==> config.mk <==
export PLATFORM = sky130hd
export DESIGN_NAME = fill_port
export DESIGN_NICKNAME = d
export VERILOG_FILES = /design/src/logic/gpu_mem_pkg.sv /design/src/logic/fill_port.sv
export SDC_FILE = /design/constraint.sdc
export NUM_CORES = 1
export LEC_CHECK = 0
export ABC_AREA = 1
export BUFFER_PORTS_ARGS = -buffer_cell sky130_fd_sc_hd__buf_4
export CORE_AREA = 5 5 148 150
export DETAILED_ROUTE_END_ITERATION = 6
export DIE_AREA = 0 0 153 155
export GPL_TIMING_DRIVEN = 0
export SLEW_MARGIN = 20
export SYNTH_ARGS = -nofsm -noshare
export SYNTH_HDL_FRONTEND = slang
export SYNTH_SLANG_ARGS = --single-unit
==> constraint.sdc <==
create_clock -name clk -period 1.5 [get_ports clk]
set_clock_uncertainty 0.15 [all_clocks]
set_input_delay 0.15 -clock clk [delete_from_list [all_inputs] [get_ports clk]]
set_output_delay 0.15 -clock clk [all_outputs]
set_load 0.01 [all_outputs]
==> src/logic/gpu_mem_pkg.sv <==
`default_nettype none

package gpu_mem_pkg;

	// Line geometry
	localparam int LANES      = 8;
	localparam int LANE_W     = 32;
	localparam int LINE_W     = LANES * LANE_W;
	localparam int BANK_DEPTH = 512;
	localparam int BANK_AW    = 9;

	// Full address as seen by the pipeline, the low BANK_AW bits pick the line
	localparam int MEM_AW = 27;

	// Instruction metadata
	localparam int WARP_W = 3;
	localparam int SCB_W  = 2;
	localparam int REG_W  = 5;
	localparam int LAT_W  = 5;

	// Miss queue
	localparam int MQ_DEPTH = 8;
	localparam int MQ_AW    = 3;

	// Wishbone word address is line index followed by a three bit lane index
	localparam int WB_AW = BANK_AW + 3;

	typedef enum logic [1:0]
	{
		MOP_NONE  = 2'd0,
		MOP_LOAD  = 2'd1,
		MOP_STORE = 2'd2
	} mem_op_e;

	typedef enum logic
	{
		FILL_IDLE = 1'b0,
		FILL_ACK  = 1'b1
	} fill_state_e;

endpackage

`default_nettype wire

==> src/logic/fill_port.sv <==
`timescale 1ns/1ps
`default_nettype none

module fill_port
(
	input  wire                                clk,
	input  wire                                resetb,
	input  wire                                wb_cyc_i,
	input  wire                                wb_stb_i,
	input  wire                                wb_we_i,
	input  wire [gpu_mem_pkg::WB_AW-1:0]       wb_adr_i,
	input  wire [gpu_mem_pkg::LANE_W-1:0]      wb_dat_i,
	output logic [gpu_mem_pkg::LANE_W-1:0]     wb_dat_o,
	output logic                               wb_ack_o,
	output logic                               fill_en_o,
	output logic                               fill_we_o,
	output logic [gpu_mem_pkg::WB_AW-gpu_mem_pkg::BANK_AW-1:0] fill_lane_o,
	output logic [gpu_mem_pkg::BANK_AW-1:0]    fill_line_o,
	output logic [gpu_mem_pkg::LANE_W-1:0]     fill_data_o,
	input  wire [gpu_mem_pkg::LINE_W-1:0]      fill_rdata_i
);
	import gpu_mem_pkg::*;

	fill_state_e                  state;
	logic [WB_AW-BANK_AW-1:0]     lane_q;
	logic                         req;

	assign req = wb_cyc_i && wb_stb_i;

	// One bank access per transfer, only when the request is first seen
	assign fill_en_o   = (state == FILL_IDLE) && req;
	assign fill_we_o   = wb_we_i;
	assign fill_line_o = wb_adr_i[WB_AW-1:WB_AW-BANK_AW];
	assign fill_lane_o = wb_adr_i[WB_AW-BANK_AW-1:0];
	assign fill_data_o = wb_dat_i;

	assign wb_ack_o = (state == FILL_ACK) && req;
	assign wb_dat_o = fill_rdata_i[lane_q*LANE_W +: LANE_W];

	always_ff @(posedge clk)
	begin
		if (!resetb)
		begin
			state <= FILL_IDLE;
		end
		else
		begin
			case (state)
				FILL_IDLE: if (req) state <= FILL_ACK;
				default: state <= FILL_IDLE;
			endcase
		end
	end

	always_ff @(posedge clk)
	begin
		if (fill_en_o)
		begin
			lane_q <= fill_lane_o;
		end
	end

endmodule

`default_nettype wire

# == Word level (Yosys, flattened, before mapping) ==
# Cells that the tools add are included.
# word_totals
ff_bits,4
input_bits,305
word_cells,10
# op_classes
shifts,1
n_mux,1
n_bitwise,2
n_reduce_logical,4
# op_table
operator,n
256-bit by 9-bit indexed part select with 32-bit output,1
1-bit logical AND,3
1-bit NOT,2
2-bit OR reduction,1
1-bit two-way mux,1

# == Logic depth before layout (Yosys ltp) ==
# depth
ltp_word,2
depth_mapped,8

# == Worst setup path before layout ==
# Ideal clock, no wire load.
# synth_path
kind,register to output
startpoint,reg lane_q[1]
endpoint,out wb_dat_o[10] in the netlist's numbering
t_arrival_ps,1080
t_required_ps,1200
path_slack_ps,120
path_stages_with_launch,7
path_buffers,1
cell_sequence,edfxtp_1 > inv_2 > clkbuf_1 > nand3_1 > nand2_1 > nand2_1 > nand2_1
# synth_via
elab_chain_cells,1
# synth_lines
item,line_no,source
"start, declared",fill_port.sv:25,logic [WB_AW-BANK_AW-1:0] lane_q;
"start signal, assigned",fill_port.sv:59,lane_q <= fill_lane_o;
256-bit by 9-bit indexed part select with 32-bit output,fill_port.sv:38,assign wb_dat_o = fill_rdata_i[lane_q*LANE_W +: LANE_W];
"end, declared",fill_port.sv:13,"output logic [gpu_mem_pkg::LANE_W-1:0] wb_dat_o,"
# Every way passes these cells.

# == Worst setup path after layout ==
# layout_path
startpoint,reg lane_q[0]
endpoint,out wb_dat_o[16] in the netlist's numbering
# The elaborated chain is that of the path after synthesis.

==> impl_metrics.json <==
{
  "grt.met2_usage_pct": 31.68,
  "avgSynthCellArea_sq_um": 4.361,
  "crit_top_cell": "nand2_1",
  "ant_nets": 0,
  "die_area_sq_mm": 0.02372,
  "worstMarginPinSlew_ns": 0.5380,
  "cts_made_buffers": 3,
  "via_count": 6058,
  "wire_per_inst_microns": 14.15,
  "grt_max_degree": 11,
  "groute.layer.met3.usage_pct": 3.366,
  "top_usage_layer": "met2",
  "cp-start-kind": "flip-flop",
  "clkLatencyLatePin_ns": 0.23,
  "yosys.area_share.simple_pct": 56.21,
  "fin_hold_ws_ns": 0.05627,
  "relSlewSlack_pct": 64.14,
  "nNetsFinal": 1565,
  "crit_path_end_kind": "output port",
  "muxShareOfSynthArea_pct": 0,
  "worst_slack_ns": -0.4057,
  "fillCellCount": 2398,
  "cts_tree": "yes",
  "ys_seq_area_share_pct": 2.787,
  "final_common_cell": "nand2_1",
  "synth_top_family_by_area": "simple AND/OR/NAND/NOR gates",
  "syn_area_sq_mm": 0.003951,
  "syn2layout_area_growth_pct": 82.49,
  "min_period_ns": 1.906,
  "synth_nets": 1211,
  "ir_drop_v": 0.001068,
  "critPathSlowestCell": "edfxtp_1",
  "io_buffer_count": 341,
  "cts.clk_slew.worst_paths_ns": 0.03,
  "mostFrequentLayoutCells": "nand2_1, buf_4, inv_1",
  "synthAdderAreaFrac_pct": 0,
  "drv_cap": 0,
  "fmax_mhz": 524.7,
  "track_usage_pct": 17.06,
  "wirelength_microns": 21700,
  "final_cells": 1534,
  "finalHoldViolations": 0,
  "gr-total-overflow": 0,
  "initial_core_util_pct": 19.22,
  "yosysWarnings": 0,
  "cts_root_buf": "clkbuf_16",
  "vias_per_cell": 3.949,
  "rsz0062_at_grt": "true",
  "finalSetupViolations": 32,
  "syn_inst": 906,
  "power.leakage_nw": 4.998,
  "grt_pass1_wl_microns": 31890,
  "crit_fanout": 10,
  "rows": 53,
  "cts.path.max_buffers": 2,
  "fin_crit_sh_pct": 127.0,
  "finalMaxSlewViolations": 0,
  "core_area_sq_mm": 0.02056,
  "die_w_microns": 153,
  "drtIter0Drc": 191,
  "diodes": 0,
  "post-place-ws_ns": -0.6232,
  "status": "finished with violations",
  "layout-drive-gt1-share_pct": 35.66,
  "critPathBufInv": 4,
  "synth-seq-cells": 4,
  "synth_compound_area_share_pct": 0,
  "synth.distinct_cells": 12,
  "place_hpwl_microns": 18220,
  "worst_ep_required_time_ns": 1.20,
  "regToRegSetupSlack_ns": 0.37,
  "violations": "setup timing",
  "synthXorXnorAreaFrac_pct": 0,
  "cts_max_level": 1,
  "clock_sinks": 4,
  "cp_cell_sequence": "inv_2, buf_6, buf_6, nand2_1, nand3_1, nand2_1, nand2_1, nand2_1, buf_4",
  "fp.dieH_microns": 155,
  "power_density_mw_per_mm2": 325.1,
  "gp_congestion": 0.8584,
  "dp.cells": 1522,
  "total_power_w": 0.002344,
  "met1_usage_pct": 19.58,
  "antenna_found_initial": 0,
  "drt_drc_violations_left": 0,
  "cpLargestDelayFamily": "buffers and inverters",
  "ioPinCount": 384,
  "hold_class": "in2reg",
  "crit_type": "reg2out",
  "grt_pass1_vias": 6051,
  "cpPeakStageDelay_ns": 0.43,
  "firstDrtPassIters": 4,
  "arrival_ns": 1.61
}
==> sequential cells by signal, summed over array words and instances (netlist names) <==
name / cells
lane_q: 3
state: 1
==> what timing repair did <==
item                       in CTS  in global routing
setup buffers                   4                  0
cloned                          1                  0
setup endpoints to repair      32                 32
resized for setup              54                 11
hold endpoints to repair        4                  0
hold buffers                    4                  0
==> routing by layer <==
layer  wire length (microns)  share of wire, %
met1                    8481                39
met5                       0                 0
met3                    1656               7.6
met2                   10930                50
met4                     626               2.9
==> report_power, final <==
part	leakage, nW	switching [W]	internal [W]	total, W
sequential	0.0362	0.00000290	0.000125	0.000128
clock	0.0382	0.0000869	0.000352	0.000439
combinational	4.92	0.000782	0.000995	0.00178
==> synth_stat cells (all sizes together) <==
master  count  area (sq um)
edfxtp      3         90.09
buf        86         618.1
nand3     128         640.6
clkbuf      7         26.28
inv       260         975.9
nand2     418          1569
nor2        3         11.26
dfxtp       1         20.02
==> logic make-up after synthesis <==
group,after synthesis
simple gates,549
buf+inv,353
flops,4
==> through the flow <==
step | cell area, sq um | utilization [%] | TNS [ns]
floorplan | 3951 | - | 0
global placement | 6855 | 33.35 | -17.52
detailed placement | 6855 | 33.35 | -18.10
CTS | 7171 | 34.88 | -12.72
global route | 7211 | 35.08 | -15.58
finish | 7211 | 35.08 | -11.82
==> final timing paths <==
kind / from / endpoint / cells past startpoint
setup / recovery: lane_q[0] / wb_dat_o[16] / 9
hold / removal: wb_stb_i / state / 3
setup reg to reg: state / lane_q[2] / 1
hold reg to reg: state / state / 3
==> worst min-delay path: cells and delay by family <==
| family | cells | cell delay [ns] |
|---|---|---|
| buf+inv | 1 | 0.07 |
| simple gates | 2 | 0.17 |
==> cell type report <==
type / count / area, sq um / area share, %
Clock buffer: 4 / 78.83 / 1.093
Timing Repair Buffer: 349 / 2634 / 36.53
Multi-Input combinational cell: 549 / 2246 / 31.15
Sequential cell: 4 / 110.1 / 1.527
Inverter: 260 / 980.9 / 13.60
Tap cell: 275 / 344.1 / 4.772
Timing Repair inverter: 1 / 7.507 / 0.1041
Buffer: 92 / 809.5 / 11.23
No activity file was read; power rests on OpenSTA's default activity.
