**src/logic/gpu_mem_pkg.sv**
```systemverilog
`default_nettype none

package gpu_mem_pkg;

	// Line geometry
	localparam int LANES      = 8;
	localparam int LANE_W     = 32;
	localparam int LINE_W     = LANES * LANE_W;
	localparam int BANK_DEPTH = 512;
	localparam int BANK_AW    = 9;

	// Full address as seen by the pipeline, the low BANK_AW bits pick the line
	localparam int MEM_AW = 27;

	// Instruction metadata
	localparam int WARP_W = 3;
	localparam int SCB_W  = 2;
	localparam int REG_W  = 5;
	localparam int LAT_W  = 5;

	// Miss queue
	localparam int MQ_DEPTH = 8;
	localparam int MQ_AW    = 3;

	// Wishbone word address is line index followed by a three bit lane index
	localparam int WB_AW = BANK_AW + 3;

	typedef enum logic [1:0]
	{
		MOP_NONE  = 2'd0,
		MOP_LOAD  = 2'd1,
		MOP_STORE = 2'd2
	} mem_op_e;

	typedef enum logic
	{
		FILL_IDLE = 1'b0,
		FILL_ACK  = 1'b1
	} fill_state_e;

endpackage

`default_nettype wire

```
**src/logic/miss_queue.sv**
```systemverilog
`timescale 1ns/1ps
`default_nettype none

module miss_queue
(
	input  wire                           clk,
	input  wire                           resetb,
	input  wire                           push_i,
	input  wire [gpu_mem_pkg::MEM_AW-1:0] addr_i,
	input  wire [gpu_mem_pkg::WARP_W-1:0] warp_i,
	input  wire [gpu_mem_pkg::SCB_W-1:0]  scb_i,
	input  wire [gpu_mem_pkg::LAT_W-1:0]  lat_i,
	output logic                          full_o,
	output logic                          fb_valid_o,
	output logic [gpu_mem_pkg::MEM_AW-1:0] fb_addr_o,
	output logic [gpu_mem_pkg::WARP_W-1:0] fb_warp_o,
	output logic [gpu_mem_pkg::SCB_W-1:0]  fb_scb_o
);
	import gpu_mem_pkg::*;

	logic [MEM_AW-1:0] addr_mem [0:MQ_DEPTH-1];
	logic [WARP_W-1:0] warp_mem [0:MQ_DEPTH-1];
	logic [SCB_W-1:0]  scb_mem  [0:MQ_DEPTH-1];
	logic [LAT_W-1:0]  lat_mem  [0:MQ_DEPTH-1];

	logic [MQ_AW-1:0] wr_ptr;
	logic [MQ_AW-1:0] rd_ptr;
	logic [MQ_AW:0]   count;
	logic             head_active;
	logic [LAT_W-1:0] head_cnt;
	logic             do_push;
	logic             do_pop;

	assign full_o  = (count == (MQ_AW+1)'(MQ_DEPTH));
	assign do_push = push_i && !full_o;

	// The head leaves on the edge its countdown runs out
	assign do_pop = head_active && (head_cnt == LAT_W'(1));

	always_ff @(posedge clk)
	begin
		if (do_push)
		begin
			addr_mem[wr_ptr] <= addr_i;
			warp_mem[wr_ptr] <= warp_i;
			scb_mem[wr_ptr]  <= scb_i;
			lat_mem[wr_ptr]  <= lat_i;
		end
	end

	always_ff @(posedge clk)
	begin
		if (!resetb)
		begin
			wr_ptr      <= '0;
			rd_ptr      <= '0;
			count       <= '0;
			head_active <= 1'b0;
			head_cnt    <= '0;
			fb_valid_o  <= 1'b0;
		end
		else
		begin
			fb_valid_o <= do_pop;

			if (do_push)
			begin
				wr_ptr <= wr_ptr + 1'b1;
			end
			if (do_pop)
			begin
				rd_ptr <= rd_ptr + 1'b1;
			end

			case ({do_push, do_pop})
				2'b10: count <= count + 1'b1;
				2'b01: count <= count - 1'b1;
				default: count <= count;
			endcase

			// A new head is loaded one cycle after the previous one leaves
			if (do_pop)
			begin
				head_active <= 1'b0;
			end
			else if (head_active)
			begin
				head_cnt <= head_cnt - 1'b1;
			end
			else if (count != '0)
			begin
				head_active <= 1'b1;
				head_cnt    <= lat_mem[rd_ptr];
			end
		end
	end

	always_ff @(posedge clk)
	begin
		if (do_pop)
		begin
			fb_addr_o <= addr_mem[rd_ptr];
			fb_warp_o <= warp_mem[rd_ptr];
			fb_scb_o  <= scb_mem[rd_ptr];
		end
	end

endmodule

`default_nettype wire

```
**config.mk**
```make
export PLATFORM = sky130hd
export DESIGN_NAME = miss_queue
export DESIGN_NICKNAME = d
export VERILOG_FILES = /design/src/logic/gpu_mem_pkg.sv /design/src/logic/miss_queue.sv
export SDC_FILE = /design/constraint.sdc
export NUM_CORES = 1
export LEC_CHECK = 0
export ABC_AREA = 1
export BUFFER_PORTS_ARGS = -buffer_cell sky130_fd_sc_hd__buf_2
export CORE_MARGIN = 5
export CORE_UTILIZATION = 55
export CTS_BUF_LIST = sky130_fd_sc_hd__clkbuf_4 sky130_fd_sc_hd__clkbuf_8 sky130_fd_sc_hd__clkbuf_16
export CTS_CLUSTER_DIAMETER = 40
export DETAILED_ROUTE_END_ITERATION = 8
export PLACE_DENSITY = 0.73
export RECOVER_POWER = 25
export SYNTH_ARGS = -nofsm -noshare
export SYNTH_HDL_FRONTEND = slang
export SYNTH_SLANG_ARGS = --single-unit
```
**constraint.sdc**
```tcl
create_clock -name clk -period 4.9 [get_ports clk]
set_input_delay 0.98 -clock clk [delete_from_list [all_inputs] [get_ports clk]]
set_output_delay 0.98 -clock clk [all_outputs]
set_load 0.005 [all_outputs]
```
* Yosys cells after proc, flatten, opt, wreduce, memory -nomap -nowiden
Memory sizes are Yosys's and may differ from the RTL's. A register that Yosys moved wholly into a read port is not among the register bits. Index checks and enable logic that the tools add are counted.
Storage, ports and cells: bits in registers 17, latch bits 0, bits in writable memories 296, memory bits (read-only) 0, input bits 40, memories kept 4
Operators by class: add/sub/neg operators 5, multipliers 0, div/mod/pow operators 0, order comparisons 0, equal/unequal tests 4, shifts and indexed selects 0, multiplexer cells 9, bitwise gates (word level) 2, reduce and logical (&&, ||, !) cells 8
Memory list:
- addr_mem | depth 8, width 27, read ports 1, clocked after memory_dff 1, wr ports 1, line miss_queue.sv:21 | logic [MEM_AW-1:0] addr_mem [0:MQ_DEPTH-1];
- lat_mem | depth 8, width 5, read ports 1, clocked after memory_dff 1, wr ports 1, line miss_queue.sv:24 | logic [LAT_W-1:0] lat_mem [0:MQ_DEPTH-1];
- warp_mem | depth 8, width 3, read ports 1, clocked after memory_dff 1, wr ports 1, line miss_queue.sv:22 | logic [WARP_W-1:0] warp_mem [0:MQ_DEPTH-1];
- scb_mem | depth 8, width 2, read ports 1, clocked after memory_dff 1, wr ports 1, line miss_queue.sv:23 | logic [SCB_W-1:0] scb_mem [0:MQ_DEPTH-1];
Operator list (count):
- $mux W5 | 2
- $pmux W4 S2 | 1
- $add A3 B1 Y3 const B | 2
- $mux W3 | 2
- $eq A5 B1 Y1 const B | 1
- $sub A5 B1 Y5 const B | 1
- $add A4 B1 Y4 const B | 1
- $eq A4 B4 Y1 const B | 1
- $mux W1 | 4
- $reduce_bool A2 Y1 | 2
- $reduce_bool A4 Y1 | 1
- $sub A4 B1 Y4 const B | 1
- $eq A2 B1 Y1 const B | 1
- $eq A2 B2 Y1 const B | 1
- $logic_and A1 B1 Y1 | 2
- $not A1 Y1 | 2
- $reduce_and A2 Y1 | 1
- $reduce_or A2 Y1 | 1
- $logic_not A1 Y1 | 1

* Logic depth before layout (Yosys ltp)
depth after elaboration 5, gate-level depth with buffers 12, depth with buffers taken out 12

* Worst setup path after synthesis
No wires, ideal clock.
path kind input to register, start input port push_i, end memory addr_mem[1][0], enable pin, library setup time 431 ps, arrival time 2792 ps, required time 4469 ps, path slack 1676 ps, stages on the path 4, path through nand2_2 nor2_1 inv_1 nor2_1
On the way: word-level cells in the longest chain between the ends 3
RTL lines:
- start, declared | line miss_queue.sv:8 | input wire push_i,
- $logic_and A1 B1 Y1 | line miss_queue.sv:35 | assign do_push = push_i && !full_o;
- $mux W1 | line miss_queue.sv:42 | if (do_push)
- $mux W1 (implied by the code) | line miss_queue.sv:44 | addr_mem[wr_ptr] <= addr_i;
- end, declared | line miss_queue.sv:21
No other way between the ends.

* Final worst setup path
start register head_cnt[1], end register count[2]
On the way: word-level cells in the longest chain between the ends 4
RTL lines:
- start, declared | line miss_queue.sv:30 | logic [LAT_W-1:0] head_cnt;
- start signal, assigned | line miss_queue.sv:88 | head_cnt <= head_cnt - 1'b1;
- start signal, assigned | line miss_queue.sv:93 | head_cnt <= lat_mem[rd_ptr];
- $eq A5 B1 Y1 (*) | line miss_queue.sv:38 | assign do_pop = head_active && (head_cnt == LAT_W'(1));
- $logic_and A1 B1 Y1 (*) | line miss_queue.sv:38
- via do_pop | line miss_queue.sv:32 | logic do_pop;
- $eq A2 B1 Y1 / $eq A2 B2 Y1 (equally long branches) | line miss_queue.sv:75 | case ({do_push, do_pop})
- $pmux W4 S2 / $reduce_bool A2 Y1 (equally long branches)
- end signal, assigned | line miss_queue.sv:76 | 2'b10: count <= count + 1'b1;
- end signal, assigned | line miss_queue.sv:77 | 2'b01: count <= count - 1'b1;
- end signal, assigned | line miss_queue.sv:78 | default: count <= count;
- end, declared | line miss_queue.sv:28 | logic [MQ_AW:0] count;
Mark *: on every way through the listed nets, which the timed path passes. The rest lies on a longest branch. A chain may end at the register's enable or synchronous reset.

==> results_dict.tcl <==
set metrics [dict create \
    highest-signal-layer "met4" \
    synth_sequential_area_ratio 0.7618 \
    final.min_clock_period_ns 2.755 \
    place_hpwl_mm 15.18 \
    final-seq-area_um2 10260 \
    maxSlewViolCount 0 \
    globalRoute.totalOverflow 0 \
    clock_power_share 0.426 \
    ff_to_ff_end "count[2]$_SDFFE_PN0P_" \
    grt_start_max_net_pins 84 \
    worstSetupStartpointType "flip-flop" \
    rsz0062_at_grt "no" \
    residual_drc 0 \
    seq_power_share 0.491 \
    die_area_um2 27690 \
    cts_resized 0 \
    path_depth 11 \
    std_cell_rows 57 \
    clock_path_buffers 3 \
    end_kind "flip-flop" \
    grt_antenna_before_repair 0 \
    insertedDiodeCount 0 \
    hold_buffers 0 \
    dpl_cell_area_um2 14050 \
    synth_enable_flop_cells 328 \
    fp.dieW_um 166.4 \
    worstPathBufferInverterCount 3 \
    yosys_register_bits 348 \
    ys_warnings 0 \
    syn_inst 1048 \
    wl_met2_mm 13.68 \
    fp.dieH_um 166.4 \
    routed_wire_length_per_instance_um 18.52 \
    pre_cts_ws_ns 1.906 \
    num_io_pins 74 \
    rr_worst_depth 11 \
    cts_setup_buffers 0 \
    drive_gt1_frac 0.1197 \
    status "complete, no violations" \
    timing.final.setup_violations 0 \
    worst-setup-path-type "flip-flop to flip-flop" \
    finalInstanceArea_um2 15400 \
    syn_avg_cell_area_um2 12.84 \
    max_slew.worst_pin.slew_ns 1.272 \
    core_area_um2 24180 \
    nets 1167 \
    layout.cells.most_common "sky130_fd_sc_hd__edfxtp_1" \
    finalNonFillerCells 1477 \
    filler_cell_count 1737 \
    postSynth.topFlopCell "sky130_fd_sc_hd__edfxtp_1" \
    avgViaCountPerCell 5.546 \
    critPathLaunch "head_cnt[1]$_SDFFE_PN0P_" \
    synth.net_count 1095 \
    syn-cell-area_um2 13460 \
    synth_top_cell_area_share 0.7320 \
    h-tree-depth 2 \
    groute.usage.overall 0.1944 \
    globalplace.congestion 0.7362 \
    power-per-cell-area_nw_per_um2 458.4 \
    place.port_buffers 73 \
    number_of_global_route_vias_before_repair 8024 \
    dr_total_vias 8192 \
    multi_input_gate_area_um2 2855 \
    flow.area_growth_from_synthesis_pct 14.43 \
    p_leak_nw 5.332 \
    worst-path-max-fanout 36 \
    routed-wl-met3_mm 1.555 \
    wl_met1_mm 11.68 \
    timing.setup.tns_ns 0 \
    drt_pre_antenna_iters 5 \
    power.share.switching 0.2368 \
    postLayoutSetupSlackWorst_ns 2.145 \
    start_util 0.5565 \
    routed_wl_mm 27.36 \
    grt_first_pass_wirelength_mm 43.21 \
    max-vdd-ir-drop_v 0.0003173 \
    cts_tree "yes" \
    yosys.area.top_type "sky130_fd_sc_hd__edfxtp_1" \
    min_path_type "flip-flop to flip-flop" \
    critPathSlowestCell "sky130_fd_sc_hd__inv_2" \
    fin_crit_sh 0.5622 \
    crit_family "buffers and inverters" \
    timing.clock.skew_ns 0.01672 \
    crit_path_frequent_cell "sky130_fd_sc_hd__ha_1" \
    finalHoldViolCount 0 \
    internal-power_mw 5.387 \
    ant_nets 0 \
    ys_async_sr_fraction 0 \
    cp.arrival_ns 3.17 \
    largest_cells_by_area_after_synthesis "sky130_fd_sc_hd__edfxtp_1, sky130_fd_sc_hd__nor2_1, sky130_fd_sc_hd__o21ai_0" \
    power.net_switching_mw 1.672 \
    worst_slew_margin_rel 0.1499 \
    clk_root_buffer_cell "sky130_fd_sc_hd__clkbuf_16" \
    clock_latency_late_sink_ns 0.54 \
    share_of_total_power_in_combinational_logic 0.083 \
    cp-endpoint "count[2]$_SDFFE_PN0P_" \
    timing.critical_path.required_ns 5.32 \
    fmaxAchievable_mhz 363.0 \
    r2r_setup_slack_ns 2.15 \
    regToRegStartpoint "head_cnt[1]$_SDFFE_PN0P_" \
    crit_path_max_incr_delay_ns 0.74 \
    dp.cells 1400 \
    layout.cells.most_common_list "sky130_fd_sc_hd__edfxtp_1, sky130_fd_sc_hd__nor2_1, sky130_fd_sc_hd__nand2_1" \
    crit_chain "inv_1 > ha_1 > nand4_1 > inv_2 > ha_1 > xor2_1 > ha_1 > a21oi_1 > xnor2_1 > o21ai_0 > inv_1" \
    drt_first_iter_violations 792 \
    maxCapViolCount 0 \
    clock_sink_count 348 \
    yosys.cell_types.count 24 \
    cts-buffers-inserted 42 \
    clkSlewWorstSetupHoldPaths_ns 0.05 \
]
Yosys cell counts, types with 2 or more instances:
cell type,n
sky130_fd_sc_hd__a31oi_1,32
sky130_fd_sc_hd__clkbuf_1,17
sky130_fd_sc_hd__a21oi_1,54
sky130_fd_sc_hd__dfxtp_1,20
sky130_fd_sc_hd__buf_6,6
sky130_fd_sc_hd__o21ai_1,26
sky130_fd_sc_hd__o21ai_0,120
sky130_fd_sc_hd__nand3_1,30
sky130_fd_sc_hd__nor2_1,197
sky130_fd_sc_hd__ha_1,7
sky130_fd_sc_hd__nand2_2,2
sky130_fd_sc_hd__xor2_1,2
sky130_fd_sc_hd__edfxtp_1,328
sky130_fd_sc_hd__buf_2,19
sky130_fd_sc_hd__nand4_1,2
sky130_fd_sc_hd__nand2_1,143
sky130_fd_sc_hd__buf_4,11
sky130_fd_sc_hd__inv_1,25
sky130_fd_sc_hd__nor3_1,2
logic make-up after synthesis:
logic type	count (synthesis)	synth area share
AO/OA/AOI/OAI	232	0.08927
adder cells (fa/ha/maj)	7	0.006509
XOR/XNOR	3	0.001953
AND/OR/NAND/NOR	378	0.1100
buffers and inverters	80	0.03050
flip-flops	348	0.7618
layout make-up:
class / count / share of cell area
inverter: 26 / 0.006501
clock buffer: 48 / 0.07232
timing repair buffer: 82 / 0.02576
tap: 324 / 0.02633
sequential: 348 / 0.6661
multi-input combinational: 620 / 0.1854
clock inverter: 29 / 0.01755
power by group through the flow:
| stage | registers, mW | logic, mW | clock network [mW] |
|---|---|---|---|
| global route | 3.48 | 0.668 | 3.19 |
| global placement | 3.53 | 0.572 | 0 |
| finish | 3.47 | 0.584 | 3.01 |
| floorplan | 3.50 | 0.436 | 0 |
| CTS | 3.47 | 0.591 | 3.05 |
| detailed placement | 3.53 | 0.589 | 0 |
worst min path at each step:
stage,slack (ns),endpoint,startpoint,depth (start not counted)
2_1_floorplan,0.45,head_cnt[1]$_SDFFE_PN0P_,head_cnt[1]$_SDFFE_PN0P_,2
5_1_grt,0.50,head_cnt[1]$_SDFFE_PN0P_,head_cnt[1]$_SDFFE_PN0P_,2
3_5_place_dp,0.47,head_cnt[1]$_SDFFE_PN0P_,head_cnt[1]$_SDFFE_PN0P_,2
4_1_cts,0.48,head_cnt[1]$_SDFFE_PN0P_,head_cnt[1]$_SDFFE_PN0P_,2
3_3_place_gp,0.45,head_cnt[1]$_SDFFE_PN0P_,head_cnt[1]$_SDFFE_PN0P_,2
6_report,0.47,head_cnt[1]$_SDFFE_PN0P_,head_cnt[1]$_SDFFE_PN0P_,2
state kept, by name, summed over array words and instances (netlist names), named ones only:
signal,count
addr_mem,216
count,4
fb_addr_o,27
fb_scb_o,2
fb_valid_o,1
fb_warp_o,3
head_active,1
head_cnt,5
lat_mem,40
rd_ptr,3
scb_mem,16
warp_mem,24
wr_ptr,3
tightest hold or removal path: stages (launching register included):
cell	delay [ns]
sky130_fd_sc_hd__dfxtp_1	0.31
sky130_fd_sc_hd__nand2_1	0.06
sky130_fd_sc_hd__a21oi_1	0.06
metrics by stage:
step,total power [mW],hold slack (ns),utilization
floorplan,3.935,0.4453,-
global placement,4.098,0.4546,0.5811
detailed placement,4.117,0.4727,0.5811
CTS,7.108,0.4811,0.6384
global route,7.335,0.5000,0.6369
finish,7.058,0.4719,0.6369
per-layer routing:
layer,global-route usage,vias up
li1,-,3906
met1,0.2634,4005
met2,0.3300,243
met3,0.03413,38
met4,0.05229,0
met5,0,-
(Power assumes the default switching activity.)
